$ cat src/rtl/btb_geom_pkg.sv
// BTB pc geometry

package btb_geom_pkg;

    // --------------------------------------------------
    // pc split: tag | set index | byte offset
    // --------------------------------------------------
    localparam int pc_w      = 32;
    localparam int off_w     = 2;                      // word aligned fetch
    localparam int idx_w     = 9;
    localparam int tag_w     = pc_w - idx_w - off_w;   // 21 bits
    localparam int set_count = 1 << idx_w;             // 512 sets
    localparam int target_w  = 32;

    typedef struct packed {
        logic [tag_w-1:0] tag;
        logic [idx_w-1:0] index;
        logic [off_w-1:0] offset;
    } btb_pc_fields_t;

    // same fetch word, seen raw or split into fields
    typedef union packed {
        logic [pc_w-1:0] raw;
        btb_pc_fields_t  f;
    } btb_pc_u;

endpackage

$ cat src/rtl/btb_entry_pkg.sv
// BTB way and PLRU definitions

package btb_entry_pkg;

    localparam int way_count = 4;
    localparam int way_idx_w = $clog2(way_count);
    localparam int plru_w    = 3;   // bit0 half, bit1 ways 0-1, bit2 ways 2-3

    // --------------------------------------------------
    // tree PLRU helpers
    // --------------------------------------------------

    // mark one way as most recently used, untouched branch keeps its value
    function automatic logic [plru_w-1:0] plru_touch(input logic [way_idx_w-1:0] way,
                                                     input logic [plru_w-1:0] old);
        logic [plru_w-1:0] state;
        state = old;
        case (way)
            way_idx_w'(0): begin
                state[0] = 1'b1;    // victim now in upper half
                state[1] = 1'b1;
            end
            way_idx_w'(1): begin
                state[0] = 1'b1;
                state[1] = 1'b0;
            end
            way_idx_w'(2): begin
                state[0] = 1'b0;    // victim now in lower half
                state[2] = 1'b1;
            end
            default: begin
                state[0] = 1'b0;
                state[2] = 1'b0;
            end
        endcase
        return state;
    endfunction

    // way the tree points at
    function automatic logic [way_idx_w-1:0] plru_victim(input logic [plru_w-1:0] state);
        if (state[0])
            return state[2] ? way_idx_w'(3) : way_idx_w'(2);
        return state[1] ? way_idx_w'(1) : way_idx_w'(0);
    endfunction

endpackage

$ cat src/rtl/btb_plru_ram.sv
// BTB PLRU state storage
`timescale 1ns/10ps

module btb_plru_ram (
    input  logic                              clk,
    input  logic                              rst_n,
    input  logic [btb_geom_pkg::idx_w-1:0]    rd_index,
    input  logic                              wr_en,
    input  logic [btb_geom_pkg::idx_w-1:0]    wr_index,
    input  logic [btb_entry_pkg::plru_w-1:0]  wr_plru,
    output logic [btb_entry_pkg::plru_w-1:0]  rd_plru
);
    import btb_geom_pkg::*;
    import btb_entry_pkg::*;

    logic [plru_w-1:0] plru_q [set_count];     // flop array, cleared on reset

    always_ff @(posedge clk) begin
        if (!rst_n) begin
            plru_q  <= '{default: '0};
            rd_plru <= '0;
        end else begin
            rd_plru <= plru_q[rd_index];        // old state on same-set write
            if (wr_en) begin
                plru_q[wr_index] <= wr_plru;
            end
        end
    end

endmodule

$ cat config.mk
export PLATFORM = sky130hd
export DESIGN_NAME = btb_plru_ram
export DESIGN_NICKNAME = d
export VERILOG_FILES = /design/src/rtl/btb_geom_pkg.sv /design/src/rtl/btb_entry_pkg.sv /design/src/rtl/btb_plru_ram.sv
export SDC_FILE = /design/constraint.sdc
export NUM_CORES = 2
export LEC_CHECK = 0
export BUFFER_PORTS_ARGS = -buffer_cell sky130_fd_sc_hd__buf_4
export CAP_MARGIN = 20
export CORE_UTILIZATION = 28
export DETAILED_ROUTE_END_ITERATION = 12
export PLACE_DENSITY = 0.42
export SYNTH_ARGS = -nofsm -noshare
export SYNTH_HDL_FRONTEND = slang
export SYNTH_SLANG_ARGS = --single-unit
$ cat constraint.sdc
create_clock -name clk -period 5.9 [get_ports clk]
set_clock_uncertainty 0.15 [all_clocks]
set_input_delay 1.18 -clock clk [delete_from_list [all_inputs] [get_ports clk]]
set_output_delay 1.18 -clock clk [all_outputs]
set_load 0.01 [all_outputs]
==> reports/metrics.cfg <==
[setup_path]
required_ns = 6.47
cp-end-kind = register
cp_max_fo = 53
r2r-start = plru_q[622]$_SDFFE_PN0P_
startpoint_type = primary input
r2r_slack_ns = 2.81
ff2ff_path_depth = 7
arrival_ns = 4.57
crit_type = in -> reg
rr_endpoint = rd_plru[1]$_SDFF_PN0_

[logic_synthesis]
syn_avg_cell_area_um2 = 8.70
synthFlopType = dfxtp_1
synth-seq-cells = 1539
synth-seq-area-share_pct = 41.5
synthArstFlopShare_pct = 0
synth_cells = 8520
synth-edff-count = 0
yosysUniqueCellTypes = 69
ys_warn_count = 0
synth.cell_area_um2 = 74200
synth.net_count = 8544

[clocking]
clock-sinks = 1539
cts_buffer_depth = 3
post-cts-setup-buffers = 0
cts_resized = 0
cts_buffers = 186
clkSlewWorstSetupHoldPaths_ns = 0.06
cts_tree = done
holdBufCountCts = 0
h-tree-depth = 4
clock_latency_ns = 0.86
root_buffer = clkbuf_16

[global_routing]
globalRouteTotalUtil_pct = 19.9
grt_max_degree = 239
grt_pass1_vias = 61127
grt_pass1_wl_um = 406000
grt_antenna_before_repair = 10
overflow = 0

[timing]
finalWorstPathRequiredPeriod_ns = 3.99
slew_headroom_pct = 22.8
setup_violations = 0
final_max_slew_viol_count = 0
fmax_mhz = 250
hold_viol = 0
tightest_slew_ns = 1.16
fin_tns_setup_ns = 0
period_share_pct = 67.7
rsz0062_at_grt = no

[placed_design]
placed_area_um2 = 77200
globalplace.congestion = 0.782
dp_hpwl_um = 163000
io_buffers = 26

[finish]
fin_area_um2 = 83400
fill_cells = 27377
area_growth_pct = 12.5
layout-drive-gt1-share_pct = 11.2
layout.nets = 8068

[route]
viasPerCell = 5.26
wirelength_um = 269000
vias = 61641
drt_iter0_drc = 4568
wl_per_cell_um = 23.0
drtPass1Iterations = 5
drc = 0
ant_nets = 0

[pwr]
vdd_drop_max_mv = 0.259
power_density_nw_per_um2 = 281
total_power_mw = 23.5
leakagePower_nw = 26.1

[min_path]
worstHoldPathCells = 2
min_from = plru_q[1361]$_SDFFE_PN0P_
hold_class = reg -> reg
whs_endpoint = plru_q[1361]$_SDFFE_PN0P_

[floorplan]
rows = 188
die_height_um = 517
coreArea_um2 = 263000
pin_count = 27
dieArea_um2 = 267000
initial_core_util_pct = 28.2
die_x_um = 517

[outcome]
status = complete, no violations

[run]
max_cap_viol_count = 0

cells by family (layout without fill, tap and decap cells):
group	count (synthesis)	after routing	synth area share, %
AO/OA/AOI/OAI	2497	2497	22.5
buffers and inverters	890	568	5.22
flip-flops	1539	1539	41.5
multiplexers	621	621	13.8
other	0	7	0
AND/OR/NAND/NOR	2973	2973	17.0
how the worst max path moves through the flow:
stage                     slack [ns]  cells after the start         from                    end
after detailed placement        0.99                      9  rd_index[0]  rd_plru[0]$_SDFF_PN0_
after global placement          0.98                      9  rd_index[0]  rd_plru[0]$_SDFF_PN0_
final                           1.91                      9  rd_index[0]  rd_plru[0]$_SDFF_PN0_
after global routing            1.73                      9  rd_index[0]  rd_plru[0]$_SDFF_PN0_
after CTS                       1.90                      9  rd_index[0]  rd_plru[0]$_SDFF_PN0_
after floorplan                 2.43                     10  rd_index[0]  rd_plru[1]$_SDFF_PN0_
critical path: stages:
cell and delay (ns):
buf_8 0.56, buf_4 0.43, mux4_2 0.55, a22oi_1 0.22, a21oi_1 0.12, nor4_1 0.53
a22oi_1 0.36, a22oi_1 0.26, o221ai_1 0.14
stage by stage:
step	utilization, %	setup slack, ns	instances	hold slack, ns
floorplan	-	2.43	8520	0.289
global placement	29.4	0.983	11368	0.297
detailed placement	29.4	0.985	11368	0.305
CTS	31.7	1.90	11710	0.313
global route	31.7	1.73	11717	0.330
finish	31.7	1.91	11720	0.311
report_power, final:
group | internal (mW) | leakage (nW) | switching (mW)
clock | 6.78 | 3.03 | 4.82
combinational | 0.418 | 10.6 | 1.03
sequential | 10.4 | 12.4 | 0.00591
total | 17.6 | 26.1 | 5.86
metal layers:
| layer | GRT usage, % | vias up | wire length [um] |
|---|---|---|---|
| met5 | 0 | - | 0 |
| met2 | 33.2 | 1145 | 128000 |
| met4 | 5.39 | 0 | 6010 |
| met1 | 27.0 | 31188 | 127000 |
| li1 | - | 29006 | - |
| met3 | 2.18 | 302 | 9190 |
state kept, by name, indices dropped and copies added, names as in the netlist:
name and cells:
rd_plru 3, plru_q 1536
synth_stat cells, types with 6 or more instances:
library cell | number | share of area (%)
nand3_1 | 662 | 4.5
a21oi_1 | 65 | 0.44
buf_1 | 51 | 0.26
a21boi_1 | 32 | 0.32
a22oi_1 | 62 | 0.63
nor2_1 | 332 | 1.7
buf_12 | 9 | 0.24
nand2b_1 | 11 | 0.093
nor2b_1 | 137 | 1.2
a211o_1 | 6 | 0.071
o21ai_0 | 792 | 5.3
clkbuf_1 | 742 | 3.8
buf_6 | 32 | 0.49
buf_4 | 9 | 0.091
a221oi_1 | 9 | 0.11
mux4_1 | 11 | 0.39
buf_8 | 6 | 0.12
mux2i_1 | 265 | 3.6
dfxtp_1 | 1539 | 42
a22o_1 | 7 | 0.083
inv_1 | 8 | 0.040
a211oi_1 | 12 | 0.12
nand2_1 | 1751 | 8.9
a21boi_0 | 1378 | 14
o221ai_1 | 53 | 0.63
or2_2 | 8 | 0.067
mux4_2 | 299 | 9.1
and3_1 | 6 | 0.051
o22ai_1 | 50 | 0.42
nor3_1 | 26 | 0.18
buf_2 | 31 | 0.21
mux2_2 | 41 | 0.62
cell type report:
type	count	area (um2)	area share, %
Inverter	10	37.5	0.0450
Clock inverter	50	552	0.662
Clock buffer	292	5610	6.72
Antenna cell	7	17.5	0.0210
Multi-Input combinational cell	6091	39800	47.7
Timing Repair Buffer	216	2200	2.64
Sequential cell	1539	30800	36.9
Tap cell	3515	4400	5.27
cells in the final DEF (no fill, tap or decap), types with 12 or more instances in the layout:
cell | netlist | final
a211oi_1 | 12 | 12
a21boi_0 | 1378 | 1378
a21boi_1 | 32 | 32
a21oi_1 | 65 | 65
a22oi_1 | 62 | 62
buf_12 | 9 | 42
buf_4 | 9 | 167
clkbuf_1 | 742 | 56
clkbuf_16 | 0 | 191
clkbuf_8 | 0 | 45
clkinv_2 | 0 | 30
dfxtp_1 | 1539 | 1539
mux2_2 | 41 | 41
mux2i_1 | 265 | 265
mux4_2 | 299 | 299
nand2_1 | 1751 | 1743
nand3_1 | 662 | 658
nor2_1 | 332 | 303
nor2_2 | 0 | 14
nor2_4 | 0 | 15
nor2b_1 | 137 | 132
nor3_1 | 26 | 22
o21ai_0 | 792 | 792
o221ai_1 | 53 | 53
o22ai_1 | 50 | 50
Power figures use the tool's default switching activity.
