## src/rtl/btb_geom_pkg.sv

```systemverilog
// BTB pc geometry

package btb_geom_pkg;

    // --------------------------------------------------
    // pc split: tag | set index | byte offset
    // --------------------------------------------------
    localparam int pc_w      = 32;
    localparam int off_w     = 2;                      // word aligned fetch
    localparam int idx_w     = 9;
    localparam int tag_w     = pc_w - idx_w - off_w;   // 21 bits
    localparam int set_count = 1 << idx_w;             // 512 sets
    localparam int target_w  = 32;

    typedef struct packed {
        logic [tag_w-1:0] tag;
        logic [idx_w-1:0] index;
        logic [off_w-1:0] offset;
    } btb_pc_fields_t;

    // same fetch word, seen raw or split into fields
    typedef union packed {
        logic [pc_w-1:0] raw;
        btb_pc_fields_t  f;
    } btb_pc_u;

endpackage

```

## src/rtl/btb_entry_pkg.sv

```systemverilog
// BTB way and PLRU definitions

package btb_entry_pkg;

    localparam int way_count = 4;
    localparam int way_idx_w = $clog2(way_count);
    localparam int plru_w    = 3;   // bit0 half, bit1 ways 0-1, bit2 ways 2-3

    // --------------------------------------------------
    // tree PLRU helpers
    // --------------------------------------------------

    // mark one way as most recently used, untouched branch keeps its value
    function automatic logic [plru_w-1:0] plru_touch(input logic [way_idx_w-1:0] way,
                                                     input logic [plru_w-1:0] old);
        logic [plru_w-1:0] state;
        state = old;
        case (way)
            way_idx_w'(0): begin
                state[0] = 1'b1;    // victim now in upper half
                state[1] = 1'b1;
            end
            way_idx_w'(1): begin
                state[0] = 1'b1;
                state[1] = 1'b0;
            end
            way_idx_w'(2): begin
                state[0] = 1'b0;    // victim now in lower half
                state[2] = 1'b1;
            end
            default: begin
                state[0] = 1'b0;
                state[2] = 1'b0;
            end
        endcase
        return state;
    endfunction

    // way the tree points at
    function automatic logic [way_idx_w-1:0] plru_victim(input logic [plru_w-1:0] state);
        if (state[0])
            return state[2] ? way_idx_w'(3) : way_idx_w'(2);
        return state[1] ? way_idx_w'(1) : way_idx_w'(0);
    endfunction

endpackage

```

## src/rtl/btb_hit_select.sv

```systemverilog
// BTB lookup hit select
`timescale 1ns/10ps

module btb_hit_select (
    input  logic                                clk,
    input  logic                                rst_n,
    input  logic [btb_geom_pkg::pc_w-1:0]       pc,
    input  logic                                update,
    input  logic [btb_geom_pkg::tag_w-1:0]      rd_tag0,
    input  logic [btb_geom_pkg::tag_w-1:0]      rd_tag1,
    input  logic [btb_geom_pkg::tag_w-1:0]      rd_tag2,
    input  logic [btb_geom_pkg::tag_w-1:0]      rd_tag3,
    input  logic [btb_geom_pkg::target_w-1:0]   rd_target0,
    input  logic [btb_geom_pkg::target_w-1:0]   rd_target1,
    input  logic [btb_geom_pkg::target_w-1:0]   rd_target2,
    input  logic [btb_geom_pkg::target_w-1:0]   rd_target3,
    input  logic [btb_entry_pkg::way_count-1:0] rd_valid,
    input  logic [btb_entry_pkg::plru_w-1:0]    rd_plru,
    input  logic [btb_entry_pkg::plru_w-1:0]    write_plru,
    output logic [btb_geom_pkg::target_w-1:0]   tar_data,
    output logic                                tar_en,
    output logic                                plru_wr,
    output logic [btb_geom_pkg::idx_w-1:0]      plru_wr_index,
    output logic [btb_entry_pkg::plru_w-1:0]    plru_wr_data
);
    import btb_geom_pkg::*;
    import btb_entry_pkg::*;

    btb_pc_u              pc_u;         // live fetch pc
    btb_pc_u              lk_pc;        // pc lined up with RAM output
    logic                 upd_q;        // previous cycle was an update
    logic [way_count-1:0] match;
    logic [way_idx_w-1:0] hit_way;
    logic [target_w-1:0]  hit_target;

    assign pc_u.raw = pc;

    always_ff @(posedge clk) begin
        lk_pc.raw <= pc;
    end

    always_ff @(posedge clk) begin
        if (!rst_n) begin
            upd_q <= 1'b0;
        end else begin
            upd_q <= update;
        end
    end

    // --------------------------------------------------
    // tag compare, lowest way wins
    // --------------------------------------------------
    assign match[0] = rd_valid[0] && (rd_tag0 == lk_pc.f.tag);
    assign match[1] = rd_valid[1] && (rd_tag1 == lk_pc.f.tag);
    assign match[2] = rd_valid[2] && (rd_tag2 == lk_pc.f.tag);
    assign match[3] = rd_valid[3] && (rd_tag3 == lk_pc.f.tag);

    always_comb begin
        hit_way    = way_idx_w'(3);
        hit_target = rd_target3;
        if (match[0]) begin
            hit_way    = way_idx_w'(0);
            hit_target = rd_target0;
        end else if (match[1]) begin
            hit_way    = way_idx_w'(1);
            hit_target = rd_target1;
        end else if (match[2]) begin
            hit_way    = way_idx_w'(2);
            hit_target = rd_target2;
        end
    end

    assign tar_en   = (|match) && !upd_q;       // RAM was busy writing last cycle
    assign tar_data = tar_en ? hit_target : '0;

    // update wins the PLRU port over a hit touch
    always_comb begin
        if (update) begin
            plru_wr       = 1'b1;
            plru_wr_index = pc_u.f.index;
            plru_wr_data  = write_plru;
        end else begin
            plru_wr       = tar_en;
            plru_wr_index = lk_pc.f.index;
            plru_wr_data  = plru_touch(hit_way, rd_plru);
        end
    end

    // update is a one-cycle strobe
    a_update_strobe: assert property (@(posedge clk) disable iff (!rst_n)
        update |=> !update)
        else $error("update held for more than one cycle");

endmodule

```

## config.mk

```make
export PLATFORM = sky130hd
export DESIGN_NAME = btb_hit_select
export DESIGN_NICKNAME = d
export VERILOG_FILES = /design/src/rtl/btb_geom_pkg.sv /design/src/rtl/btb_entry_pkg.sv /design/src/rtl/btb_hit_select.sv
export SDC_FILE = /design/constraint.sdc
export NUM_CORES = 1
export LEC_CHECK = 0
export ABC_AREA = 1
export ABC_CLOCK_PERIOD_IN_PS = 1500
export BUFFER_PORTS_ARGS = -buffer_cell sky130_fd_sc_hd__buf_2
export CAP_MARGIN = 10
export CORE_AREA = 2 2 118 120
export DETAILED_ROUTE_END_ITERATION = 16
export DIE_AREA = 0 0 120 122
export GPL_TIMING_DRIVEN = 0
export MAX_ROUTING_LAYER = met4
export PLACE_DENSITY_LB_ADDON = 0.12
export SLEW_MARGIN = 30
export SYNTH_ARGS = -nofsm -noshare
export SYNTH_HDL_FRONTEND = slang
export SYNTH_SLANG_ARGS = --single-unit
```

## constraint.sdc

```tcl
create_clock -name clk -period 1.5 [get_ports clk]
set_input_delay 0.15 -clock clk [delete_from_list [all_inputs] [get_ports clk]]
set_output_delay 0.15 -clock clk [all_outputs]
set_load 0.05 [all_outputs]
```

==> results of run 1 <==
-- where the power goes --
part | total (mW) | leakage, nW | internal, mW | switching (mW)
clock | 1.25 | 0.0869 | 0.827 | 0.423
sequential | 0.914 | 0.268 | 0.855 | 0.0589
combinational | 1.55 | 4.72 | 0.675 | 0.876
total | 3.72 | 5.08 | 2.36 | 1.36
-- worst max-delay path by stage --
stage / startpoint / slack [ps] / end / depth (start not counted)
after floorplan: lk_pc[24] / -260 / tar_data[10] / 13
after global placement: lk_pc[13] / -890 / tar_data[9] / 10
after detailed placement: lk_pc[13] / -870 / tar_data[9] / 10
after CTS: lk_pc[26] / -870 / tar_data[5] / 13
after global routing: lk_pc[12] / -1010 / tar_data[4] / 15
final: lk_pc[19] / -930 / tar_data[4] / 15
-- final cells by class --
cell class / count / area (um^2)
clock buffers: 6 / 139
plain buffers: 33 / 353
inverters: 159 / 638
fillers: 1270 / 4560
multi-input cells: 735 / 4130
diodes: 2 / 5.00
flip-flops and latches: 31 / 697
well taps: 180 / 225
clock inverters: 2 / 35.0
repair buffers: 376 / 2720
-- through the flow --
step / total power, mW / TNS (ps) / utilization, %
2_1_floorplan: 1.60 / -8340 / -
6_report: 3.72 / -30220 / 66.2
4_1_cts: 3.56 / -29990 / 60.1
3_5_place_dp: 2.14 / -28430 / 49.5
3_3_place_gp: 2.14 / -29140 / 49.5
5_1_grt: 3.92 / -34030 / 66.2
-- cells in the mapped netlist, types with 2 or more instances --
master / count
nand2_1: 406
nor2_1: 178
inv_1: 140
nand4_1: 71
nand3_1: 44
dfxtp_1: 31
buf_2: 21
inv_2: 19
o21ai_0: 11
clkbuf_1: 8
nor2_4: 5
xnor2_1: 4
buf_4: 3
buf_6: 3
nand3_4: 2
nand3b_1: 2
nor2_2: 2
xor2_1: 2
-- cell families after synthesis --
group                     count (synthesis)  share of synthesized area [%]
DFF                                      31                           13.7
buffers and inverters                   194                           17.4
and+or+nand+nor                         714                           66.2
AOI/OAI and AO/OA                        14                           1.63
xor gates and xnor gates                  6                           1.16
-- layer usage --
metal  wire, um  global-route usage (%)
met1       9100                    34.7
met2      11500                    50.2
met3       1770                    4.68
met4        808                    10.3
met5          0                       -
-- sequential cells by signal, indices dropped and copies added (netlist names) --
signal and flops:
upd_q 1, lk_pc 30
-- repair_timing --
action,4_1_cts,5_1_grt
pin swaps,43,123
setup buffers,26,9
resized for setup,186,222
cloned,9,4
hold buffers,30,0
hold endpoints to repair,30,0
setup endpoints to repair,46,37
-- worst max-delay path, delay by kind of cell (launching register included) --
kind	cells	cell delay, ps
buf+inv	4	540
flops	1	390
simple gates	11	1030
==> impl_results.md, run 1 <==
- Destination of the worst hold path: upd_q
- Peak supply drop: 530 uV
- Boundary pin count: 303
- Non-filler instance count after layout: 1524
- Class of the tightest hold or removal check: input pin to flop
- Initial core utilization: 33.6%
- Number of standard cells after synthesis: 959
- Crit share post-route: 162%
- Final weighted congestion in routability-driven placement: 0.967
- Critical path data required time: 1350 ps
- CTS H-tree lvls: 2
- Synth warnings: 0
- Result of the run: finished with violations
- Proportion of synthesized flip-flops having asynchronous set or reset: 0%
- Count of placed standard cells including taps: 1438
- Final worst-path setup slack: -932 ps
- List of cells traversed by the critical path: inv_4 > nand2_4 > nand2_4 > nor2_4 > nand2_2 > nor2_4 > buf_12 > nand3_4 > buf_6 > nand2_4 > nand2_2 > nor2_2 > nor2_2 > nor2_4 > buf_8
- Deepest clock path buffer count: 2
- Total placed instance area: 6680 um^2
- Primary flip-flop cell chosen by synthesis mapping: dfxtp_1
- Sum of overflow across all layers after global routing: 0
- CP arrival: 2280 ps
- TritonCTS Sinks: 31
- Startpoint of the tightest hold check path: rst_n
- Post-route DRC violation count: 0
- Post-synthesis sequential element count: 31
- Leading cell types by total area after synthesis: nand2_1 34%, nor2_1 15%, dfxtp_1 14%
- Static Leak: 5.08 nW
- Number of antenna violations at the first check in global routing: 2
- Final HPWL DP: 16800 um
- Share of layout cells above drive strength 1: 49.9%
- Clock slew at reported path FFs: 60 ps
- Syn-to-layout area delta: 97.2%
- Setup repair after global routing missed its margin: yes
- Worst Path Max Fanout: 7
- Worst hold slack across all endpoints: 47.5 ps
- F_max: 0.411 GHz
- Number of buffers added by the clock tree synthesis step: 5
- Overall global routing resource usage: 29.3%
- First-pass GRT wire length: 32800 um
- Top-area cell type share of the netlist area: 33.6%
- Core area: 13500 um^2
- Total count of max-transition violations in the final report: 0
- Highest-count cells in the layout ignoring fill and taps: 303 x nand2_1, 264 x buf_2, 136 x inv_1
- Height of the die: 122 um
- Aggregate routed wire length: 23200 um
- # rows: 43
- Number of vias per cell after detailed routing: 4.92
- Element type at the critical path end: primary output
- Final worst path period need: 2430 ps
- Final setup violation count: 37
- Largest net degree at the start of global routing: 11
- Cell taking the most area after synthesis: nand2_1
- Type of the setup path with the least slack: flop to primary output
- Die footprint: 14600 um^2
- Design area: 8940 um^2
- TritonCTS clock tree: done
- DR pass1 iterations: 6
- Vias in the first global route: 6595
- Worst Hold Path Cells: 3
- DRC marker count from the first detailed-route iteration: 510
- Maximum capacitance violations: 0
- Transition at the pin with the smallest max-transition slack: 434 ps
- Number of enable-type register cells in the synthesized netlist: 0
- Sequential fraction of the synthesis area: 13.7%
- Sort of element at the start of the critical path: flop
- Antenna violation net count after detailed routing: 0
- Number of vias after detailed routing: 7497
- Mean area per synthesized cell: 4.73 um^2
- Relative slew margins: 71.1%
- DIE WIDTH: 120 um
- Slowest cell on the critical path: dfxtp_4
- Post-synthesis instance area: 4540 um^2
- Worst Setup Slack post-DPL: -866 ps
- Longest individual stage delay on the worst path: 390 ps
- Net count after synthesis: 1216
- Count of endpoints failing hold in the final timing report: 0
- Avg WL per Cell: 15.2 um
- Final nets: 1598
- Pwr Density: 416 nW/um^2
- Unique masters post-synth: 25
- Buffer type at the clock tree root: clkbuf_16
- Failing checks: setup timing
- Port Buffers: 299
- Most frequent standard cell in the layout excluding fill and tap cells: nand2_1
No activity file was read; power rests on OpenSTA's default activity.
==> run 2: changes to the inputs <==
==> constraint.sdc (replaced) <==
create_clock -name clk -period 1.5 [get_ports clk]
set_input_delay 0.3 -clock clk [delete_from_list [all_inputs] [get_ports clk]]
set_output_delay 0.3 -clock clk [all_outputs]
set_load 0.05 [all_outputs]
==> run 2 against run 1 <==
Effect of this change:
- the run still ends with setup timing left
- maximum frequency decreased by 5.1%
- wire length decreased by 0.41%
- critical path depth unchanged
- worst hold slack improved by 60 ps
- critical path type unchanged
==> impl_results.md, run 2 (synthesis gave the netlist of run 1 again) <==
- Result of the run: finished with violations (unchanged)
- Failing checks: setup timing (unchanged)
- # rows: 43 (unchanged)
- Post-route DRC violation count: 0 (unchanged)
- Aggregate routed wire length: 23100 um (was 23200 um)
- Highest-count cells in the layout ignoring fill and taps: 298 x nand2_1, 255 x buf_2, 135 x inv_1 (was 303 x nand2_1, 264 x buf_2, 136 x inv_1)
- Register with the highest flop count: lk_pc (unchanged)
- List of cells traversed by the critical path: inv_4 > nand2_2 > nand2_2 > nor2_2 > nand2_2 > nor2_4 > buf_12 > nand3_4 > buf_6 > nand2_4 > nand2_2 > nor2_2 > nor2_2 > nor2_4 > buf_8 (was inv_4 > nand2_4 > nand2_4 > nor2_4 > nand2_2 > nor2_4 > buf_12 > nand3_4 > buf_6 > nand2_4 > nand2_2 > nor2_2 > nor2_2 > nor2_4 > buf_8)
- Sequential cell area: 694 um^2 (was 697 um^2)
- CTS H-tree lvls: 2 (unchanged)
- Longest individual stage delay on the worst path: 380 ps (was 390 ps)
- Transition at the pin with the smallest max-transition slack: 241 ps (was 434 ps)
- Fraction of power consumed by sequential logic: 24.9% (was 24.6%)
- Final setup violation count: 37 (unchanged)
- Height of the die: 122 um (unchanged)
- Relative slew margins: 83.8% (was 71.1%)
- Count of endpoints failing hold in the final timing report: 0 (unchanged)
- F_max: 0.390 GHz (was 0.411 GHz)
- Deepest clock path buffer count: 2 (unchanged)
- Port Buffers: 299 (unchanged)
- Number of buffers added by the clock tree synthesis step: 5 (unchanged)
- Multi-input gate area: 4240 um^2 (was 4130 um^2)
- TritonCTS Sinks: 31 (unchanged)
- Most frequent standard cell in the layout excluding fill and tap cells: nand2_1 (unchanged)
- Total count of max-transition violations in the final report: 0 (unchanged)
- Static Leak: 4.98 nW (was 5.08 nW)
- Buffer type at the clock tree root: clkbuf_16 (unchanged)
- Type of the setup path with the least slack: flop to primary output (unchanged)
- Final worst-path setup slack: -1060 ps (was -932 ps)
- Class of the tightest hold or removal check: input pin to flop (unchanged)
- Element type at the critical path end: primary output (unchanged)
- Pwr Density: 418 nW/um^2 (was 416 nW/um^2)
- Share of layout cells above drive strength 1: 52.4% (was 49.9%)
- Max reg flops: 30 (unchanged)
- DRC marker count from the first detailed-route iteration: 416 (was 510)
- Clock network fraction of design power: 33.8% (was 33.6%)
- Worst hold slack across all endpoints: 107 ps (was 47.5 ps)
- Syn-to-layout area delta: 93.8% (was 97.2%)
- Psw: 1.35 mW (was 1.36 mW)
- Number of vias per cell after detailed routing: 4.91 (was 4.92)
- Maximum capacitance violations: 0 (unchanged)
- Final nets: 1568 (was 1598)
- Sum of overflow across all layers after global routing: 0 (unchanged)
- Share of power burned in combinational logic: 41.3% (was 41.8%)
- Initial core utilization: 33.6% (unchanged)
- Final weighted congestion in routability-driven placement: 0.967 (unchanged)
- Cell internal pwr: 2.33 mW (was 2.36 mW)
- CP arrival: 2260 ps (was 2280 ps)
- Number of fillers in the final layout: 1294 (was 1270)
- Setup repair after global routing missed its margin: yes (unchanged)
- First-pass GRT wire length: 32300 um (was 32800 um)
- Critical path data required time: 1200 ps (was 1350 ps)
- Worst Setup Slack post-DPL: -1050 ps (was -866 ps)
- Peak supply drop: 498 uV (was 530 uV)
- Largest net degree at the start of global routing: 11 (unchanged)
- Boundary pin count: 303 (unchanged)
- Core area: 13500 um^2 (unchanged)
- Switching part of the total power: 36.7% (was 36.6%)
- Final worst path period need: 2560 ps (was 2430 ps)
- Final HPWL DP: 16800 um (unchanged)
- Vias in the first global route: 6433 (was 6595)
- Non-filler instance count after layout: 1494 (was 1524)
- Slowest cell on the critical path: dfxtp_4 (unchanged)
- Number of antenna violations at the first check in global routing: 2 (unchanged)
- Avg WL per Cell: 15.4 um (was 15.2 um)
- Antenna violation net count after detailed routing: 0 (unchanged)
- Sort of element at the start of the critical path: flop (unchanged)
- DR pass1 iterations: 6 (unchanged)
- DIE WIDTH: 120 um (unchanged)
- Largest registers: lk_pc: 30 flops, upd_q: 1 flops (unchanged)
- Worst Path Max Fanout: 7 (unchanged)
- Clock slew at reported path FFs: 60 ps (about the same)
- TritonCTS clock tree: done (unchanged)
- Most common cell on crit path: nand2_2
- Crit share post-route: 171% (was 162%)
- Post-route core utilization: 65.1% (was 66.2%)
- Overall global routing resource usage: 28.8% (was 29.3%)
- Count of placed standard cells including taps: 1438 (unchanged)
- Die footprint: 14600 um^2 (unchanged)
- Number of vias after detailed routing: 7334 (was 7497)
==> run 2: power groups by stage <==
stage / clock network, mW / registers [mW] / logic (mW)
2_1_floorplan: 0 / 0.928 / 0.673
3_3_place_gp: 0 / 0.943 / 1.20
6_report: 1.24 / 0.916 / 1.52
3_5_place_dp: 0 / 0.944 / 1.20
5_1_grt: 1.31 / 0.922 / 1.66
4_1_cts: 1.28 / 0.914 / 1.32
==> run 2: layer usage <==
metal	wire, um	track usage [%]	up-vias
met5	0	-	-
met4	849	10.1	0
met3	1630	4.59	70
met2	11500	49.0	373
met1	9110	34.6	3260
li1	-	-	3631
==> run 2: final cells by class <==
type                            count  area share [%]
Tap cell                          180            2.56
Buffer                             33            4.20
Inverter                          159            7.28
Timing Repair inverter              1          0.0712
Sequential cell                    31            7.90
Multi-Input combinational cell    735            48.2
Clock buffer                        6            1.58
Timing Repair Buffer              345            27.7
Antenna cell                        2          0.0569
Clock inverter                      2           0.399
==> run 2: through the flow <==
stage          total power, mW  TNS [ps]  area [um^2]
3_5_place_dp              2.14    -38060         6680
5_1_grt                   3.89    -39660         8790
6_report                  3.67    -36240         8790
3_3_place_gp              2.14    -38740         6680
4_1_cts                   3.51    -35530         7840
2_1_floorplan             1.60    -14800         4960
==> run 2: worst paths after layout <==
kind | to | startpoint | slack [ps] | cells past startpoint
setup / recovery | tar_data[4] | lk_pc[18] | -1060 | 15
hold / removal | lk_pc[14] | pc[14] | 110 | 1
==> run 2: critical path: cells and delay by family (launching register included) <==
kind | cells | cell delay, ps
flip-flops | 1 | 380
AND/OR/NAND/NOR | 11 | 1050
buffers and inverters | 4 | 530
==> run 2: repair_timing <==
item | CTS | global route
setup endpoints to repair | 46 | 46
pin swaps | 43 | 137
hold buffers | 0 | 0
buffers inserted | 26 | 8
cloned | 9 | 5
resized for setup | 197 | 252
==> run 3: changes to the inputs <==
PLACE_DENSITY_LB_ADDON = 0.05   (was 0.12)
==> run 3 against run 2 <==
Effect of this change:
- the flow still finishes with violations (setup timing)
- cell count did not move
- power fell by 3.1%
- via count fell by 5.0%
- final area fell by 5.3%
- sequential cell count did not move
- sequential share of layout area rose by 0.35 points
- critical path type unchanged
- critical endpoint is now tar_data[27]
- highest routed layer unchanged
==> impl_results.md, run 3 (synthesis gave the netlist of run 1 again) <==
- Count of endpoints failing hold in the final timing report: 0 (unchanged)
- Clock slew at reported path FFs: 60 ps (about the same)
- Worst Path Max Fanout: 5 (was 7)
- TritonCTS Sinks: 31 (unchanged)
- Most frequent standard cell in the layout excluding fill and tap cells: nand2_1 (unchanged)
- Class of the tightest hold or removal check: input pin to flop (unchanged)
- Initial core utilization: 33.6% (unchanged)
- Peak supply drop: 431 uV (was 498 uV)
- Sort of element at the start of the critical path: flop (unchanged)
- DR pass1 iterations: 4 (was 6)
- Register with the highest flop count: lk_pc (unchanged)
- Boundary pin count: 303 (unchanged)
- Sum of overflow across all layers after global routing: 0 (unchanged)
- Post-route core utilization: 61.6% (was 65.1%)
- F_max: 0.388 GHz (was 0.390 GHz)
- Pwr Density: 428 nW/um^2 (was 418 nW/um^2)
- First-pass GRT wire length: 31800 um (was 32300 um)
- DIE WIDTH: 120 um (unchanged)
- Post-route DRC violation count: 0 (unchanged)
- Largest net degree at the start of global routing: 11 (unchanged)
- Maximum capacitance violations: 0 (unchanged)
- Multi-input gate area: 3920 um^2 (was 4240 um^2)
- Share of layout cells above drive strength 1: 48.3% (was 52.4%)
- CP arrival: 2270 ps (was 2260 ps)
- Port Buffers: 299 (unchanged)
- Sequential cell area: 687 um^2 (was 694 um^2)
- Avg WL per Cell: 14.5 um (was 15.4 um)
- Number of vias per cell after detailed routing: 4.66 (was 4.91)
- Deepest clock path buffer count: 2 (unchanged)
- Max reg flops: 30 (unchanged)
- Aggregate routed wire length: 21700 um (was 23100 um)
- Height of the die: 122 um (unchanged)
- Relative slew margins: 80.3% (was 83.8%)
- Result of the run: finished with violations (unchanged)
- Final HPWL DP: 16800 um (about the same)
- Final worst-path setup slack: -1070 ps (was -1060 ps)
- Failing checks: setup timing (unchanged)
- Crit share post-route: 172% (was 171%)
- Count of placed standard cells including taps: 1438 (unchanged)
- Final setup violation count: 37 (unchanged)
- Highest-count cells in the layout ignoring fill and taps: 325 x nand2_1, 255 x buf_2, 135 x inv_1 (was 298 x nand2_1, 255 x buf_2, 135 x inv_1)
- Non-filler instance count after layout: 1494 (unchanged)
- Buffer type at the clock tree root: clkbuf_16 (unchanged)
- Core area: 13500 um^2 (unchanged)
- Largest registers: lk_pc: 30 flops, upd_q: 1 flops (unchanged)
- Number of antenna violations at the first check in global routing: 1 (was 2)
- Element type at the critical path end: primary output (unchanged)
- Die footprint: 14600 um^2 (unchanged)
- Number of vias after detailed routing: 6968 (was 7334)
- Final nets: 1568 (unchanged)
- Final weighted congestion in routability-driven placement: 0.976 (was 0.967)
- Type of the setup path with the least slack: flop to primary output (unchanged)
- Number of fillers in the final layout: 1423 (was 1294)
- Static Leak: 4.86 nW (was 4.98 nW)
- Critical path data required time: 1200 ps (about the same)
- Hold-fix buffers, CTS: 0 (unchanged)
- Number of buffers added by the clock tree synthesis step: 5 (unchanged)
- Syn-to-layout area delta: 83.5% (was 93.8%)
- TritonCTS clock tree: done (unchanged)
- CTS H-tree lvls: 2 (unchanged)
- Total count of max-transition violations in the final report: 0 (unchanged)
- Transition at the pin with the smallest max-transition slack: 293 ps (was 241 ps)
- DRC marker count from the first detailed-route iteration: 387 (was 416)
- Overall global routing resource usage: 28.3% (was 28.8%)
- # rows: 43 (unchanged)
- Vias in the first global route: 6332 (was 6433)
- Setup repair after global routing missed its margin: yes (unchanged)
- Final worst path period need: 2570 ps (was 2560 ps)
- Antenna violation net count after detailed routing: 0 (unchanged)
-- run 3: cell types whose count changed in the layout (fill, tap and decap cells not counted), moves of 4 or more --
cell | previous run | this run
buf_4 | 35 | 43
buf_6 | 37 | 33
clkbuf_16 | 13 | 8
clkbuf_4 | 4 | 8
inv_2 | 11 | 15
nand2_1 | 298 | 325
nand2_2 | 88 | 70
nand2_4 | 19 | 10
nand3_1 | 33 | 42
nand3_2 | 8 | 3
nand3_4 | 6 | 2
nor2_1 | 59 | 74
nor2_4 | 58 | 43
-- run 3: what timing repair did --
| item | CTS | global route |
|---|---|---|
| pin swaps | 63 | 87 |
| setup endpoints to repair | 46 | 46 |
| cloned | 3 | 8 |
| setup buffers | 22 | 14 |
| gates resized for setup | 181 | 172 |
-- run 3: where the power goes --
part / switching (mW) / leakage [nW] / internal (mW)
registers: 0.0548 / 0.267 / 0.860
clock network: 0.411 / 0.0869 / 0.826
logic: 0.802 / 4.50 / 0.607
-- run 3: worst paths after layout --
check | slack (ps) | end | cells past startpoint | from
max | -1070 | tar_data[27] | 14 | lk_pc[21]
min | 110 | lk_pc[16] | 1 | pc[16]
-- run 3: final cells by class --
cell class	count	share of cell area, %
clock buffer	6	1.67
antenna	2	0.0601
inverter	159	7.49
multi-input combinational	735	47.1
clock inverter	2	0.421
buffer	34	4.60
tap	180	2.71
sequential	31	8.25
timing repair buffer	345	27.7
-- run 3: through the flow --
| step | total power, mW | instance area [um^2] | hold WS, ps | TNS, ps | setup slack [ps] |
|---|---|---|---|---|---|
| 2_1_floorplan | 1.60 | 4960 | 328 | -14800 | -407 |
| 3_3_place_gp | 2.14 | 6680 | 402 | -38240 | -1050 |
| 3_5_place_dp | 2.14 | 6680 | 404 | -38600 | -1060 |
| 4_1_cts | 3.48 | 7610 | 104 | -35580 | -1010 |
| 5_1_grt | 3.80 | 8320 | 101 | -41150 | -1160 |
| 6_report | 3.56 | 8320 | 109 | -37600 | -1070 |
-- run 3: worst max-delay path, cell delays in order (launching register included) --
cell and delay [ps]:
dfxtp_4 370, inv_2 70, nand2_2 70, nand2_1 80, nor2_2 130, nand2_2 90, nor2_4 230, nand3_2 220
clkbuf_16 220, nand2_1 50, nand2_1 40, nor2_1 100, nor2_2 70, nor2_4 90, buf_6 160
-- run 3: metal layers --
| metal | vias to the layer above | GRT usage [%] | part of all wire, % |
|---|---|---|---|
| met4 | 0 | 6.10 | 1.9 |
| li1 | 3621 | - | - |
| met2 | 251 | 49.4 | 50 |
| met3 | 31 | 3.98 | 6.6 |
| met5 | - | - | 0 |
| met1 | 3065 | 34.7 | 42 |
