==> src/rtl/btb_geom_pkg.sv <==
// BTB pc geometry

package btb_geom_pkg;

    // --------------------------------------------------
    // pc split: tag | set index | byte offset
    // --------------------------------------------------
    localparam int pc_w      = 32;
    localparam int off_w     = 2;                      // word aligned fetch
    localparam int idx_w     = 9;
    localparam int tag_w     = pc_w - idx_w - off_w;   // 21 bits
    localparam int set_count = 1 << idx_w;             // 512 sets
    localparam int target_w  = 32;

    typedef struct packed {
        logic [tag_w-1:0] tag;
        logic [idx_w-1:0] index;
        logic [off_w-1:0] offset;
    } btb_pc_fields_t;

    // same fetch word, seen raw or split into fields
    typedef union packed {
        logic [pc_w-1:0] raw;
        btb_pc_fields_t  f;
    } btb_pc_u;

endpackage

==> src/rtl/btb_entry_pkg.sv <==
// BTB way and PLRU definitions

package btb_entry_pkg;

    localparam int way_count = 4;
    localparam int way_idx_w = $clog2(way_count);
    localparam int plru_w    = 3;   // bit0 half, bit1 ways 0-1, bit2 ways 2-3

    // --------------------------------------------------
    // tree PLRU helpers
    // --------------------------------------------------

    // mark one way as most recently used, untouched branch keeps its value
    function automatic logic [plru_w-1:0] plru_touch(input logic [way_idx_w-1:0] way,
                                                     input logic [plru_w-1:0] old);
        logic [plru_w-1:0] state;
        state = old;
        case (way)
            way_idx_w'(0): begin
                state[0] = 1'b1;    // victim now in upper half
                state[1] = 1'b1;
            end
            way_idx_w'(1): begin
                state[0] = 1'b1;
                state[1] = 1'b0;
            end
            way_idx_w'(2): begin
                state[0] = 1'b0;    // victim now in lower half
                state[2] = 1'b1;
            end
            default: begin
                state[0] = 1'b0;
                state[2] = 1'b0;
            end
        endcase
        return state;
    endfunction

    // way the tree points at
    function automatic logic [way_idx_w-1:0] plru_victim(input logic [plru_w-1:0] state);
        if (state[0])
            return state[2] ? way_idx_w'(3) : way_idx_w'(2);
        return state[1] ? way_idx_w'(1) : way_idx_w'(0);
    endfunction

endpackage

==> src/rtl/btb_victim_select.sv <==
// BTB update way select
`timescale 1ns/10ps

module btb_victim_select (
    input  logic                                update,
    input  logic [btb_geom_pkg::pc_w-1:0]       pc,
    input  logic [btb_geom_pkg::tag_w-1:0]      block0_tag_id,
    input  logic [btb_geom_pkg::tag_w-1:0]      block1_tag_id,
    input  logic [btb_geom_pkg::tag_w-1:0]      block2_tag_id,
    input  logic [btb_geom_pkg::tag_w-1:0]      block3_tag_id,
    input  logic [btb_entry_pkg::way_count-1:0] way_valid_id,
    input  logic [btb_entry_pkg::plru_w-1:0]    plru_data_id,
    output logic [btb_entry_pkg::way_count-1:0] way_wr,
    output logic [btb_entry_pkg::plru_w-1:0]    write_plru
);
    import btb_geom_pkg::*;
    import btb_entry_pkg::*;

    btb_pc_u               pc_u;
    logic [way_count-1:0]  match;       // copied ways already holding this branch
    logic [way_idx_w-1:0]  sel_way;

    assign pc_u.raw = pc;

    assign match[0] = way_valid_id[0] && (block0_tag_id == pc_u.f.tag);
    assign match[1] = way_valid_id[1] && (block1_tag_id == pc_u.f.tag);
    assign match[2] = way_valid_id[2] && (block2_tag_id == pc_u.f.tag);
    assign match[3] = way_valid_id[3] && (block3_tag_id == pc_u.f.tag);

    // --------------------------------------------------
    // rewrite a matching way, else replace the PLRU victim
    // --------------------------------------------------
    always_comb begin
        if (match[0]) begin
            sel_way = way_idx_w'(0);
        end else if (match[1]) begin
            sel_way = way_idx_w'(1);
        end else if (match[2]) begin
            sel_way = way_idx_w'(2);
        end else if (match[3]) begin
            sel_way = way_idx_w'(3);
        end else begin
            sel_way = plru_victim(plru_data_id);    // state as seen at lookup
        end

        write_plru = plru_touch(sel_way, plru_data_id);

        way_wr = '0;
        if (update) begin
            way_wr[sel_way] = 1'b1;
        end
    end

endmodule

==> config.mk <==
export PLATFORM = sky130hd
export DESIGN_NAME = btb_victim_select
export DESIGN_NICKNAME = d
export VERILOG_FILES = /design/src/rtl/btb_geom_pkg.sv /design/src/rtl/btb_entry_pkg.sv /design/src/rtl/btb_victim_select.sv
export SDC_FILE = /design/constraint.sdc
export NUM_CORES = 1
export LEC_CHECK = 0
export ABC_AREA = 1
export BUFFER_PORTS_ARGS = -buffer_cell sky130_fd_sc_hd__buf_2
export CAP_MARGIN = 25
export CELL_PAD_IN_SITES_DETAIL_PLACEMENT = 0
export CELL_PAD_IN_SITES_GLOBAL_PLACEMENT = 1
export CORE_UTILIZATION = 24
export DETAILED_ROUTE_END_ITERATION = 10
export GPL_ROUTABILITY_DRIVEN = 0
export PLACE_DENSITY_LB_ADDON = 0.1
export SYNTH_ARGS = -nofsm -noshare
export SYNTH_HDL_FRONTEND = slang
export SYNTH_SLANG_ARGS = --single-unit
==> constraint.sdc <==
create_clock -name vclk -period 2
set_input_delay 0.1 -clock vclk [all_inputs]
set_output_delay 0.1 -clock vclk [all_outputs]
set_load 0.02 [all_outputs]
==> results of run 1 <==
==> worst max path at each step <==
| stage | startpoint | to | slack (ns) | depth (start not counted) |
|---|---|---|---|---|
| after floorplan | pc[13] | way_wr[1] | 0.55 | 10 |
| after global placement | pc[28] | way_wr[0] | 0.42 | 13 |
| after detailed placement | pc[19] | way_wr[0] | 0.41 | 12 |
| after CTS | pc[26] | way_wr[0] | 0.41 | 13 |
| after global routing | pc[28] | way_wr[1] | 0.23 | 13 |
| final | pc[19] | way_wr[0] | 0.47 | 12 |
==> layout by cell type (no fill, tap or decap) <==
cell type                    n
sky130_fd_sc_hd__nand3_2     2
sky130_fd_sc_hd__o21ai_1     4
sky130_fd_sc_hd__nor2_2      3
sky130_fd_sc_hd__clkinv_1    1
sky130_fd_sc_hd__nand2_4     1
sky130_fd_sc_hd__buf_2     120
sky130_fd_sc_hd__inv_1      37
sky130_fd_sc_hd__xor2_1     17
sky130_fd_sc_hd__o21ai_0    23
sky130_fd_sc_hd__nand2_1   117
sky130_fd_sc_hd__o22ai_1     4
sky130_fd_sc_hd__o21a_1      1
sky130_fd_sc_hd__nor2_1     58
sky130_fd_sc_hd__or2_1       1
sky130_fd_sc_hd__mux2i_1     1
sky130_fd_sc_hd__inv_2      15
sky130_fd_sc_hd__nand3_4     1
sky130_fd_sc_hd__nand3_1    10
sky130_fd_sc_hd__xnor2_1    10
sky130_fd_sc_hd__nand2_2     4
==> layout make-up <==
class              count  area (um^2)
fillers              744         3807
multi-input cells    257         1220
repair buffers       120        600.6
inverters             53        198.9
well taps             75        93.84
==> routing by layer <==
metal / track usage / share of wire / up-vias
met3: 0.01023 / 0.064 / 0
met2: 0.2752 / 0.47 / 60
met4: 0 / 0 / 0
li1: - / - / 1171
met1: 0.2007 / 0.46 / 845
met5: 0 / 0 / -
==> metrics by stage <==
| step | hold slack, ns | std cells | instance area, um^2 | utilization |
|---|---|---|---|---|
| after floorplan | 0.3057 | 318 | 1471 | - |
| after global routing | 0.5666 | 505 | 2113 | 0.3569 |
| after global placement | 0.5441 | 505 | 2113 | 0.3569 |
| after CTS | 0.5411 | 505 | 2113 | 0.3569 |
| final | 0.5356 | 505 | 2113 | 0.3569 |
| after detailed placement | 0.5411 | 505 | 2113 | 0.3569 |
==> cell usage after synthesis <==
| library cell | n |
|---|---|
| sky130_fd_sc_hd__nand2_4 | 1 |
| sky130_fd_sc_hd__xnor2_1 | 10 |
| sky130_fd_sc_hd__nand3_4 | 1 |
| sky130_fd_sc_hd__inv_1 | 37 |
| sky130_fd_sc_hd__buf_6 | 2 |
| sky130_fd_sc_hd__nand3_2 | 2 |
| sky130_fd_sc_hd__o21a_1 | 1 |
| sky130_fd_sc_hd__clkinv_1 | 1 |
| sky130_fd_sc_hd__nand3_1 | 10 |
| sky130_fd_sc_hd__o21ai_0 | 23 |
| sky130_fd_sc_hd__nor2_1 | 58 |
| sky130_fd_sc_hd__nor2_2 | 3 |
| sky130_fd_sc_hd__or2_1 | 1 |
| sky130_fd_sc_hd__o22ai_1 | 4 |
| sky130_fd_sc_hd__nand2_2 | 4 |
| sky130_fd_sc_hd__mux2i_1 | 1 |
| sky130_fd_sc_hd__xor2_1 | 17 |
| sky130_fd_sc_hd__buf_2 | 6 |
| sky130_fd_sc_hd__o21ai_1 | 4 |
| sky130_fd_sc_hd__nand2_1 | 117 |
| sky130_fd_sc_hd__inv_2 | 15 |
==> cell families (layout without fill, tap and decap cells) <==
family | after synthesis | after routing | synth area share
multiplexers | 1 | 1 | 0.006803
buffers and inverters | 61 | 173 | 0.1709
XOR/XNOR | 27 | 27 | 0.1607
AND/OR/NAND/NOR | 197 | 197 | 0.5476
AO/OA/AOI/OAI | 32 | 32 | 0.1139
==> power breakdown <==
part           leakage (nW)  total, W  internal [W]  switching, W
clock                     0         0             0             0
combinational          1.33  0.000393      0.000184      0.000209
sequential                0         0             0             0
total                  1.33  0.000393      0.000184      0.000209
==> summary.log, run 1 <==
INFO  setup_path     crit_family=simple AND/OR/NAND/NOR gates
INFO  pwr            power.leakage=1.328nW
INFO  run            max_cap_violations=0
INFO  synthesis      synth_cells=318
INFO  setup_path     critical-path-top-cell-by-count=sky130_fd_sc_hd__nand2_2
INFO  cts            cts_hold_repair.buffers=0
INFO  finish         fin_nets=556
INFO  synthesis      post_synthesis_instance_area=1471um^2
INFO  sta            number_of_endpoints_failing_setup_at_the_final_stage=0
INFO  drt            routed_wire_length_per_instance=9.535um
INFO  synthesis      synth.top_cells.by_area=sky130_fd_sc_hd__nand2_1 30%, sky130_fd_sc_hd__nor2_1 15%, sky130_fd_sc_hd__xor2_1 10%
INFO  min_path       tightest_hold_check_type=input port to output port
INFO  sta            grt_setup_unrepaired=no
INFO  floorplan      coreArea=5921um^2
INFO  global_route   gr-usage-all-layers=0.1498
INFO  finish         seq_cells=0
INFO  finish         drive_above_1_share=0.3395
INFO  cts            cts_repair_resized_insts=0
INFO  sta            setup_tns=0ns
INFO  synthesis      synth_top_area_cell=sky130_fd_sc_hd__nand2_1
INFO  drt            totalWireLength=4815um
INFO  sta            slew_viol_final=0
INFO  min_path       min_to=write_plru[2]
INFO  setup_path     worst_path_largest_cell_delay=0.16ns
INFO  floorplan      placement_rows=28
INFO  global_route   antenna_violations_before_repair=0
INFO  setup_path     worst-setup-path-type=input port to output port
INFO  min_path       number_of_cells_on_the_worst_hold_path=4
INFO  pwr            irDropWorstVdd=0.00005155V
INFO  synthesis      synth-seq-area-share=0
INFO  synthesis      post-synth-top-area-fraction=0.2985
INFO  sta            hold_viol_final=0
INFO  sta            timing.final.crit_period=1.530ns
INFO  setup_path     crit_path_cell_trace=buf_2, xor2_1, nor2_1, nand2_1, nor2_1, nand3_1, nand2_1, nand2_2, nand2_2, nand2_2, nor2_2, buf_2
INFO  pwr            power.total=0.0003931W
INFO  global_route   grt_first_pass_wirelength=7817um
INFO  sta            period_share=0.7651
INFO  floorplan      dieHeight=80.30um
INFO  synthesis      synth_cell_types=21
INFO  synthesis      synthesis.area_per_instance=4.627um^2
INFO  synthesis      mappedNetlistNets=442
INFO  synthesis      synth.yosys.warnings=0
INFO  setup_path     worst_path_fanout_max=5
INFO  setup_path     cp_data_arrival_time=1.43ns
INFO  finish         clock_buffer_count=0
INFO  sta            worstMarginPinSlew=0.2280ns
INFO  min_path       worst_hold_startpoint=plru_data_id[2]
INFO  drt            dr_drc_count=0
INFO  finish         areaGrowthSynthToFinish=43.62%
INFO  drt            route.antenna.remaining_nets=0
INFO  sta            maxClockFrequency=653.5MHz
INFO  finish         layout.area.seq=0um^2
INFO  placement      dp_hpwl=4457um
INFO  sta            max_slew_margin=0.8475
INFO  setup_path     critical_path.startpoint_type=input port
INFO  setup_path     timing.critical_path.buf_inv=2
INFO  floorplan      width_of_the_die=80.30um
INFO  drt            via_count=2076
INFO  floorplan      die_area=6448um^2
INFO  global_route   pin_count_of_the_biggest_net_entering_global_routing=9
INFO  drt            drt_first_iter_violations=50
INFO  placement      dp_worst_setup_slack=0.4139ns
INFO  cts            post_cts_buffers=0
INFO  floorplan      initial_utilization=0.2485
INFO  sta            layout_setup_ws=0.4698ns
INFO  setup_path     crit_path_top_delay_cell=sky130_fd_sc_hd__xor2_1
INFO  setup_path     critical_path_required=1.90ns
INFO  global_route   grt.overflow.total=0
INFO  drt            first_pass_iters=6
INFO  finish         num_antenna_cells=0
INFO  outcome        status=finished, final reports clean
INFO  global_route   grt_pass1_vias=1880
INFO  setup_path     worst_setup_path_end_kind=output port
INFO  placement      portBuffers=120
INFO  pwr            power_per_unit_of_standard_cell_area=186.0nW/um^2
INFO  drt            detail_route.vias_per_cell=4.111
INFO  floorplan      top_level_ports=131
Power figures use the tool's default switching activity.
==> run 2: changes to the inputs <==
CORE_UTILIZATION = 20   (was 24)
clock period = 1.3 ns   (was 2 ns; I/O delays follow)
==> run 2 against run 1 <==
- the flow now finishes with violations (negative setup slack)
- die area up 19%
- first-iteration DRC count down 8.0%
- critical path depth up 3
- total power up 97%
- clock-buffer cell count unchanged
- cell area up 23%
- cell count up 5.1%
- non-clock buffer count up 5
- largest power group unchanged
- utilization up 1.8 points
- flip-flop and latch count unchanged
- sequential share of layout area unchanged
- combinational power up 97%
- largest cell class unchanged
==> summary.log, run 2 (synthesis gave the netlist of run 1 again) <==
INFO  outcome        status=finished, violations left
INFO  outcome        violations=negative setup slack
INFO  pwr            switching_share=0.5022 [-0.03051]
INFO  placement      portBuffers=120 [unchanged]
INFO  setup_path     worst_path_largest_cell_delay=0.13ns [-0.03 ns]
INFO  setup_path     cp_data_arrival_time=1.32ns [-0.11 ns]
INFO  setup_path     crit_path_cell_trace=buf_2, inv_1, nand2_1, nand2_1, nor2_2, nand2_1, nor2_2, nand3_2, nand2_2, nand2_2, nand2_2, nand2_4, nand2_4, nand2_2, buf_6
INFO  sta            timing.final.crit_period=1.388ns
INFO  pwr            irDropWorstVdd=0.00008457V [+64%]
INFO  global_route   grt_first_pass_wirelength=8542um [+9.3%]
INFO  setup_path     worst-setup-path-type=input port to output port
INFO  setup_path     critical-path-top-cell-by-count=sky130_fd_sc_hd__nand2_2
INFO  placement      placed_cells=531 [+5.1%]
INFO  min_path       tightest_hold_check_type=input port to output port
INFO  setup_path     worst_setup_path_end_kind=output port
INFO  finish         num_antenna_cells=0 [unchanged]
INFO  finish         most_common_library_cell_in_the_layout_ignoring_fill_and_taps=sky130_fd_sc_hd__nand2_1
INFO  drt            detail_route.vias_per_cell=4.023 [-2.1%]
INFO  pwr            netSwitchingPower=0.0003880W [+85%]
INFO  sta            max_slew_margin=0.8643 [+0.01684]
INFO  setup_path     critical_path_required=1.24ns [-0.66 ns]
INFO  finish         fin_nets=561 [+0.90%]
INFO  drt            via_count=2136 [+2.9%]
INFO  finish         layout.cells.most_common_list=104 x sky130_fd_sc_hd__nand2_1, 89 x sky130_fd_sc_hd__buf_2, 39 x sky130_fd_sc_hd__nor2_1
INFO  drt            dr_drc_count=0 [unchanged]
INFO  pwr            power.leakage=1.443nW [+8.7%]
INFO  sta            grt_setup_unrepaired=yes
INFO  run            max_cap_violations=0 [unchanged]
INFO  global_route   grt.overflow.total=0 [unchanged]
INFO  setup_path     critical_path.startpoint_type=input port
INFO  drt            totalWireLength=5450um [+13%]
INFO  setup_path     crit_path_top_delay_cell=sky130_fd_sc_hd__nor2_2
INFO  finish         drive_above_1_share=0.4483 [+0.1087]
INFO  placement      dp_hpwl=4887um [+9.7%]
INFO  finish         fill_cells=818 [+9.9%]
INFO  floorplan      die_area=7704um^2 [+19%]
INFO  cts            cts_hold_repair.buffers=0 [unchanged]
INFO  setup_path     timing.critical_path.buf_inv=3 [+1]
INFO  pwr            p_clk_frac=0 [unchanged]
INFO  floorplan      coreArea=6944um^2 [+17%]
INFO  pwr            power.total=0.0007726W [+97%]
INFO  finish         seq_cells=0 [unchanged]
INFO  pwr            power_per_unit_of_standard_cell_area=296.7nW/um^2 [+60%]
INFO  global_route   pin_count_of_the_biggest_net_entering_global_routing=9 [unchanged]
INFO  drt            route.antenna.remaining_nets=0 [unchanged]
INFO  sta            layout_setup_ws=-0.08767ns [-0.5574 ns]
INFO  pwr            cell_internal_pwr=0.0003846W [+110%]
INFO  sta            worst_hold_slack=0.4505ns [-0.08510 ns]
INFO  floorplan      dieHeight=87.78um [+9.3%]
INFO  global_route   gr-usage-all-layers=0.1371 [-0.01265]
INFO  pwr            power_share_of_the_combinational_group=1.000 [about the same]
INFO  sta            period_share=1.067
INFO  finish         finish.cell_count_without_fillers=531 [+5.1%]
INFO  sta            hold_viol_final=0 [unchanged]
INFO  drt            first_pass_iters=4 [-2]
INFO  global_route   antenna_violations_before_repair=0 [unchanged]
INFO  floorplan      initial_utilization=0.2119 [-0.03663]
INFO  pwr            power.share.sequential=0 [unchanged]
INFO  sta            maxClockFrequency=720.6MHz
INFO  floorplan      top_level_ports=131 [unchanged]
INFO  setup_path     crit_family=simple AND/OR/NAND/NOR gates
INFO  sta            number_of_endpoints_failing_setup_at_the_final_stage=7 [+7]
INFO  drt            routed_wire_length_per_instance=10.26um [+7.6%]
INFO  sta            slew_viol_final=0 [unchanged]
INFO  floorplan      width_of_the_die=87.78um [+9.3%]
INFO  finish         areaGrowthSynthToFinish=76.96%
INFO  setup_path     worst_path_fanout_max=3 [-2]
INFO  finish         clock_buffer_count=0 [unchanged]
INFO  floorplan      placement_rows=30 [+7.1%]
INFO  global_route   grt_pass1_vias=2031 [+8.0%]
INFO  drt            drt_first_iter_violations=46 [-8.0%]
INFO  finish         layout.area.seq=0um^2 [unchanged]
INFO  sta            worstMarginPinSlew=0.1979ns [-0.03008 ns]
-- run 2: changes by cell type in the layout (fill, tap and decap cells not counted), moves of 5 or more --
cell	delta
sky130_fd_sc_hd__nor2_2	+16
sky130_fd_sc_hd__o21ai_0	-7
sky130_fd_sc_hd__nand2_2	+9
sky130_fd_sc_hd__buf_2	-31
sky130_fd_sc_hd__o21ai_1	+7
sky130_fd_sc_hd__nor2_1	-19
sky130_fd_sc_hd__inv_1	-5
sky130_fd_sc_hd__nand3_1	-5
sky130_fd_sc_hd__inv_4	+6
sky130_fd_sc_hd__buf_6	+25
sky130_fd_sc_hd__inv_2	-5
sky130_fd_sc_hd__nand2_1	-13
sky130_fd_sc_hd__buf_4	+6
-- run 2: final timing paths --
kind / start / endpoint / slack, ns / cells after the start
hold / removal: plru_data_id[2] / write_plru[2] / 0.45 / 4
setup / recovery: block3_tag_id[9] / write_plru[1] / -0.09 / 15
-- run 2: what timing repair did --
item,4_1_cts,5_1_grt
gates resized for setup,83,53
setup buffers,0,1
pin swaps,26,32
setup endpoints to repair,7,7
-- run 2: through the flow --
stage / cell area [um^2] / TNS (ns) / util / setup slack (ns)
floorplan: 1484 / 0 / - / 0.008221
global placement: 2190 / -1.555 / 0.3153 / -0.2678
detailed placement: 2190 / -1.487 / 0.3153 / -0.2634
CTS: 2431 / -0.5007 / 0.3501 / -0.1131
global route: 2604 / -1.108 / 0.3750 / -0.1881
finish: 2604 / -0.3923 / 0.3750 / -0.08767
-- run 2: metal layers --
| layer | track usage | vias to the layer above | part of all wire |
|---|---|---|---|
| met3 | 0.01131 | 0 | 0.067 |
| met2 | 0.2516 | 69 | 0.47 |
| met4 | 0 | 0 | 0 |
| li1 | - | 1186 | - |
| met5 | 0 | - | 0 |
| met1 | 0.1840 | 881 | 0.47 |
-- run 2: final cells by class --
| class | instances | area (um^2) | area share |
|---|---|---|---|
| multi-input combinational | 257 | 1395 | 0.5358 |
| timing repair buffer | 125 | 852.1 | 0.3272 |
| inverter | 53 | 236.5 | 0.09082 |
| tap | 96 | 120.1 | 0.04613 |
-- run 2: power groups by stage --
stage	Clock [W]	Combinational (W)	Sequential [W]
floorplan	0	0.000354	0
global placement	0	0.000642	0
detailed placement	0	0.000639	0
CTS	0	0.000730	0
global route	0	0.000865	0
finish	0	0.000773	0
==> run 3: changes to the inputs <==
CORE_ASPECT_RATIO = 1.2   (was unset)
==> run 3 against run 2 <==
- total power shrank 2.5%
- combinational power shrank 2.6%
- critical path type unchanged
- the flow still finishes with violations (negative setup slack)
- global-route usage grew 0.17 points
- routed wire length grew 2.3%
- via count is essentially flat
- utilization shrank 1.3 points
- non-clock buffer count grew 2
- largest power group unchanged
- sequential share of layout area is the same
==> summary.log, run 3 (synthesis gave the netlist of run 1 again) <==
INFO  finish         num_antenna_cells=0 [unchanged]
INFO  setup_path     worst_setup_path_end_kind=output port
INFO  drt            route.antenna.remaining_nets=0 [unchanged]
INFO  drt            dr_drc_count=0 [unchanged]
INFO  sta            worstMarginPinSlew=0.2061ns [+0.008183 ns]
INFO  finish         finish.cell_count_without_fillers=524 [-1.3%]
INFO  finish         layout.cells.most_common_list=108 x sky130_fd_sc_hd__nand2_1, 89 x sky130_fd_sc_hd__buf_2, 43 x sky130_fd_sc_hd__nor2_1
INFO  global_route   grt_util_met1=0.1625 [-0.02160]
INFO  drt            drt_first_iter_violations=43 [-6.5%]
INFO  finish         layout.area.seq=0um^2 [unchanged]
INFO  setup_path     critical_path.startpoint_type=input port
INFO  drt            detail_route.vias_per_cell=4.078 [+1.4%]
INFO  min_path       number_of_cells_on_the_worst_hold_path=4 [unchanged]
INFO  finish         drive_above_1_share=0.4302 [-0.01807]
INFO  global_route   gr-usage-all-layers=0.1388 [+0.001699]
INFO  finish         most_common_library_cell_in_the_layout_ignoring_fill_and_taps=sky130_fd_sc_hd__nand2_1
INFO  sta            maxClockFrequency=706.1MHz [-2.0%]
INFO  setup_path     critical_path_required=1.24ns [about the same]
INFO  drt            via_count=2137 [+0.047%]
INFO  floorplan      placement_rows=33 [+10%]
INFO  setup_path     critPathLaunch=pc[28]
INFO  sta            hold_viol_final=0 [unchanged]
INFO  drt            routed_wire_length_per_instance=10.64um [+3.6%]
INFO  sta            slew_viol_final=0 [unchanged]
INFO  cts            cts_hold_repair.buffers=0 [unchanged]
INFO  global_route   gr_met3_demand_resource=0.01801 [+0.006699]
INFO  finish         finish.instance_area=2529um^2 [-2.9%]
INFO  finish         seq_cells=0 [unchanged]
INFO  placement      placed_cells=523 [-1.5%]
INFO  global_route   pin_count_of_the_biggest_net_entering_global_routing=9 [unchanged]
INFO  pwr            power.total=0.0007532W [-2.5%]
INFO  finish         fill_cells=807 [-1.3%]
INFO  sta            max_slew_margin=0.8587 [-0.005611]
INFO  sta            timing.final.crit_period=1.416ns [+0.02861 ns]
INFO  floorplan      die_area=7706um^2 [about the same]
INFO  setup_path     worst-setup-path-type=input port to output port
INFO  floorplan      dieHeight=95.96um [+9.3%]
INFO  outcome        status=finished, violations left
INFO  global_route   grt.overflow.total=0 [unchanged]
INFO  global_route   global_route.peak_usage_layer=met2
INFO  min_path       tightest_hold_check_type=input port to output port
INFO  outcome        violations=negative setup slack
INFO  global_route   grt_pass1_vias=1945 [-4.2%]
INFO  global_route   grt_first_pass_wirelength=8404um [-1.6%]
INFO  sta            period_share=1.089 [+0.02200]
INFO  floorplan      initial_utilization=0.2109 [-0.001026]
INFO  placement      postPlaceCellArea=2186um^2 [-0.17%]
INFO  pwr            power.leakage=1.448nW [+0.33%]
INFO  finish         fin_nets=563 [+0.36%]
INFO  floorplan      top_level_ports=131 [unchanged]
INFO  min_path       worst_hold_startpoint=plru_data_id[2]
INFO  floorplan      coreArea=6978um^2 [+0.49%]
INFO  global_route   global_route.usage.met2=0.2799 [+0.02833]
INFO  placement      dp_worst_setup_slack=-0.3184ns [-0.05493 ns]
INFO  drt            totalWireLength=5574um [+2.3%]
INFO  floorplan      width_of_the_die=80.30um [-8.5%]
INFO  global_route   antenna_violations_before_repair=0 [unchanged]
INFO  pwr            power_per_unit_of_standard_cell_area=297.9nW/um^2 [+0.38%]
INFO  sta            worst_hold_slack=0.4514ns [+0.0008600 ns]
INFO  finish         areaGrowthSynthToFinish=71.85%
INFO  drt            first_pass_iters=4 [unchanged]
INFO  sta            number_of_endpoints_failing_setup_at_the_final_stage=7 [unchanged]
INFO  sta            layout_setup_ws=-0.1163ns [-0.02861 ns]
INFO  placement      portBuffers=120 [unchanged]
INFO  setup_path     cp_data_arrival_time=1.35ns [+0.03 ns]
INFO  placement      dp_hpwl=5016um [+2.6%]
INFO  pwr            irDropWorstVdd=0.00009645V [+14%]
INFO  run            max_cap_violations=0 [unchanged]
INFO  sta            grt_setup_unrepaired=yes
INFO  setup_path     worst_path_fanout_max=8 [+5]
INFO  finish         clock_buffer_count=0 [unchanged]
## run 3: area by class of cell
type	count	area, um^2	area share
inverters	53	226.5	0.08956
repair buffers	127	820.8	0.3246
multi-input cells	257	1373	0.5428
well taps	87	108.9	0.04305
## run 3: final timing paths
path            end
min   write_plru[2]
max       way_wr[0]
## run 3: through the flow
stage                 util  setup TNS, ns
finish              0.3624        -0.5762
global route        0.3624         -1.317
CTS                 0.3568        -0.5434
detailed placement  0.3133         -1.822
global placement    0.3133         -1.889
floorplan                -              0
## run 3: repair_timing
action                     4_1_cts  5_1_grt
pin swaps                       47        5
gates cloned                     0        0
resized for setup               89       12
setup endpoints to repair        7        7
buffers inserted                 1        0
## run 3: power by group
group / total, W / switching, W / leakage, nW / internal (W)
Sequential: 0 / 0 / 0 / 0
Combinational: 0.000753 / 0.000380 / 1.45 / 0.000373
Clock: 0 / 0 / 0 / 0
Total: 0.000753 / 0.000380 / 1.45 / 0.000373
## run 3: worst max-delay path, stage by stage
cell and delay [ns]:
sky130_fd_sc_hd__buf_8 0.08, sky130_fd_sc_hd__inv_8 0.04, sky130_fd_sc_hd__nand2_4 0.05, sky130_fd_sc_hd__o21ai_2 0.05, sky130_fd_sc_hd__nor2_1 0.09, sky130_fd_sc_hd__nand3_1 0.12, sky130_fd_sc_hd__nor2_2 0.17, sky130_fd_sc_hd__nand3_2 0.13
sky130_fd_sc_hd__nand2_2 0.09, sky130_fd_sc_hd__nand2_2 0.07, sky130_fd_sc_hd__nand2_4 0.10, sky130_fd_sc_hd__nand2_4 0.06, sky130_fd_sc_hd__nor2_4 0.10, sky130_fd_sc_hd__buf_6 0.11
## run 3: metal layers
layer / part of all wire / vias up
met3: 0.068 / 0
li1: - / 1190
met1: 0.41 / 874
met5: 0 / -
met2: 0.52 / 73
met4: 0 / 0
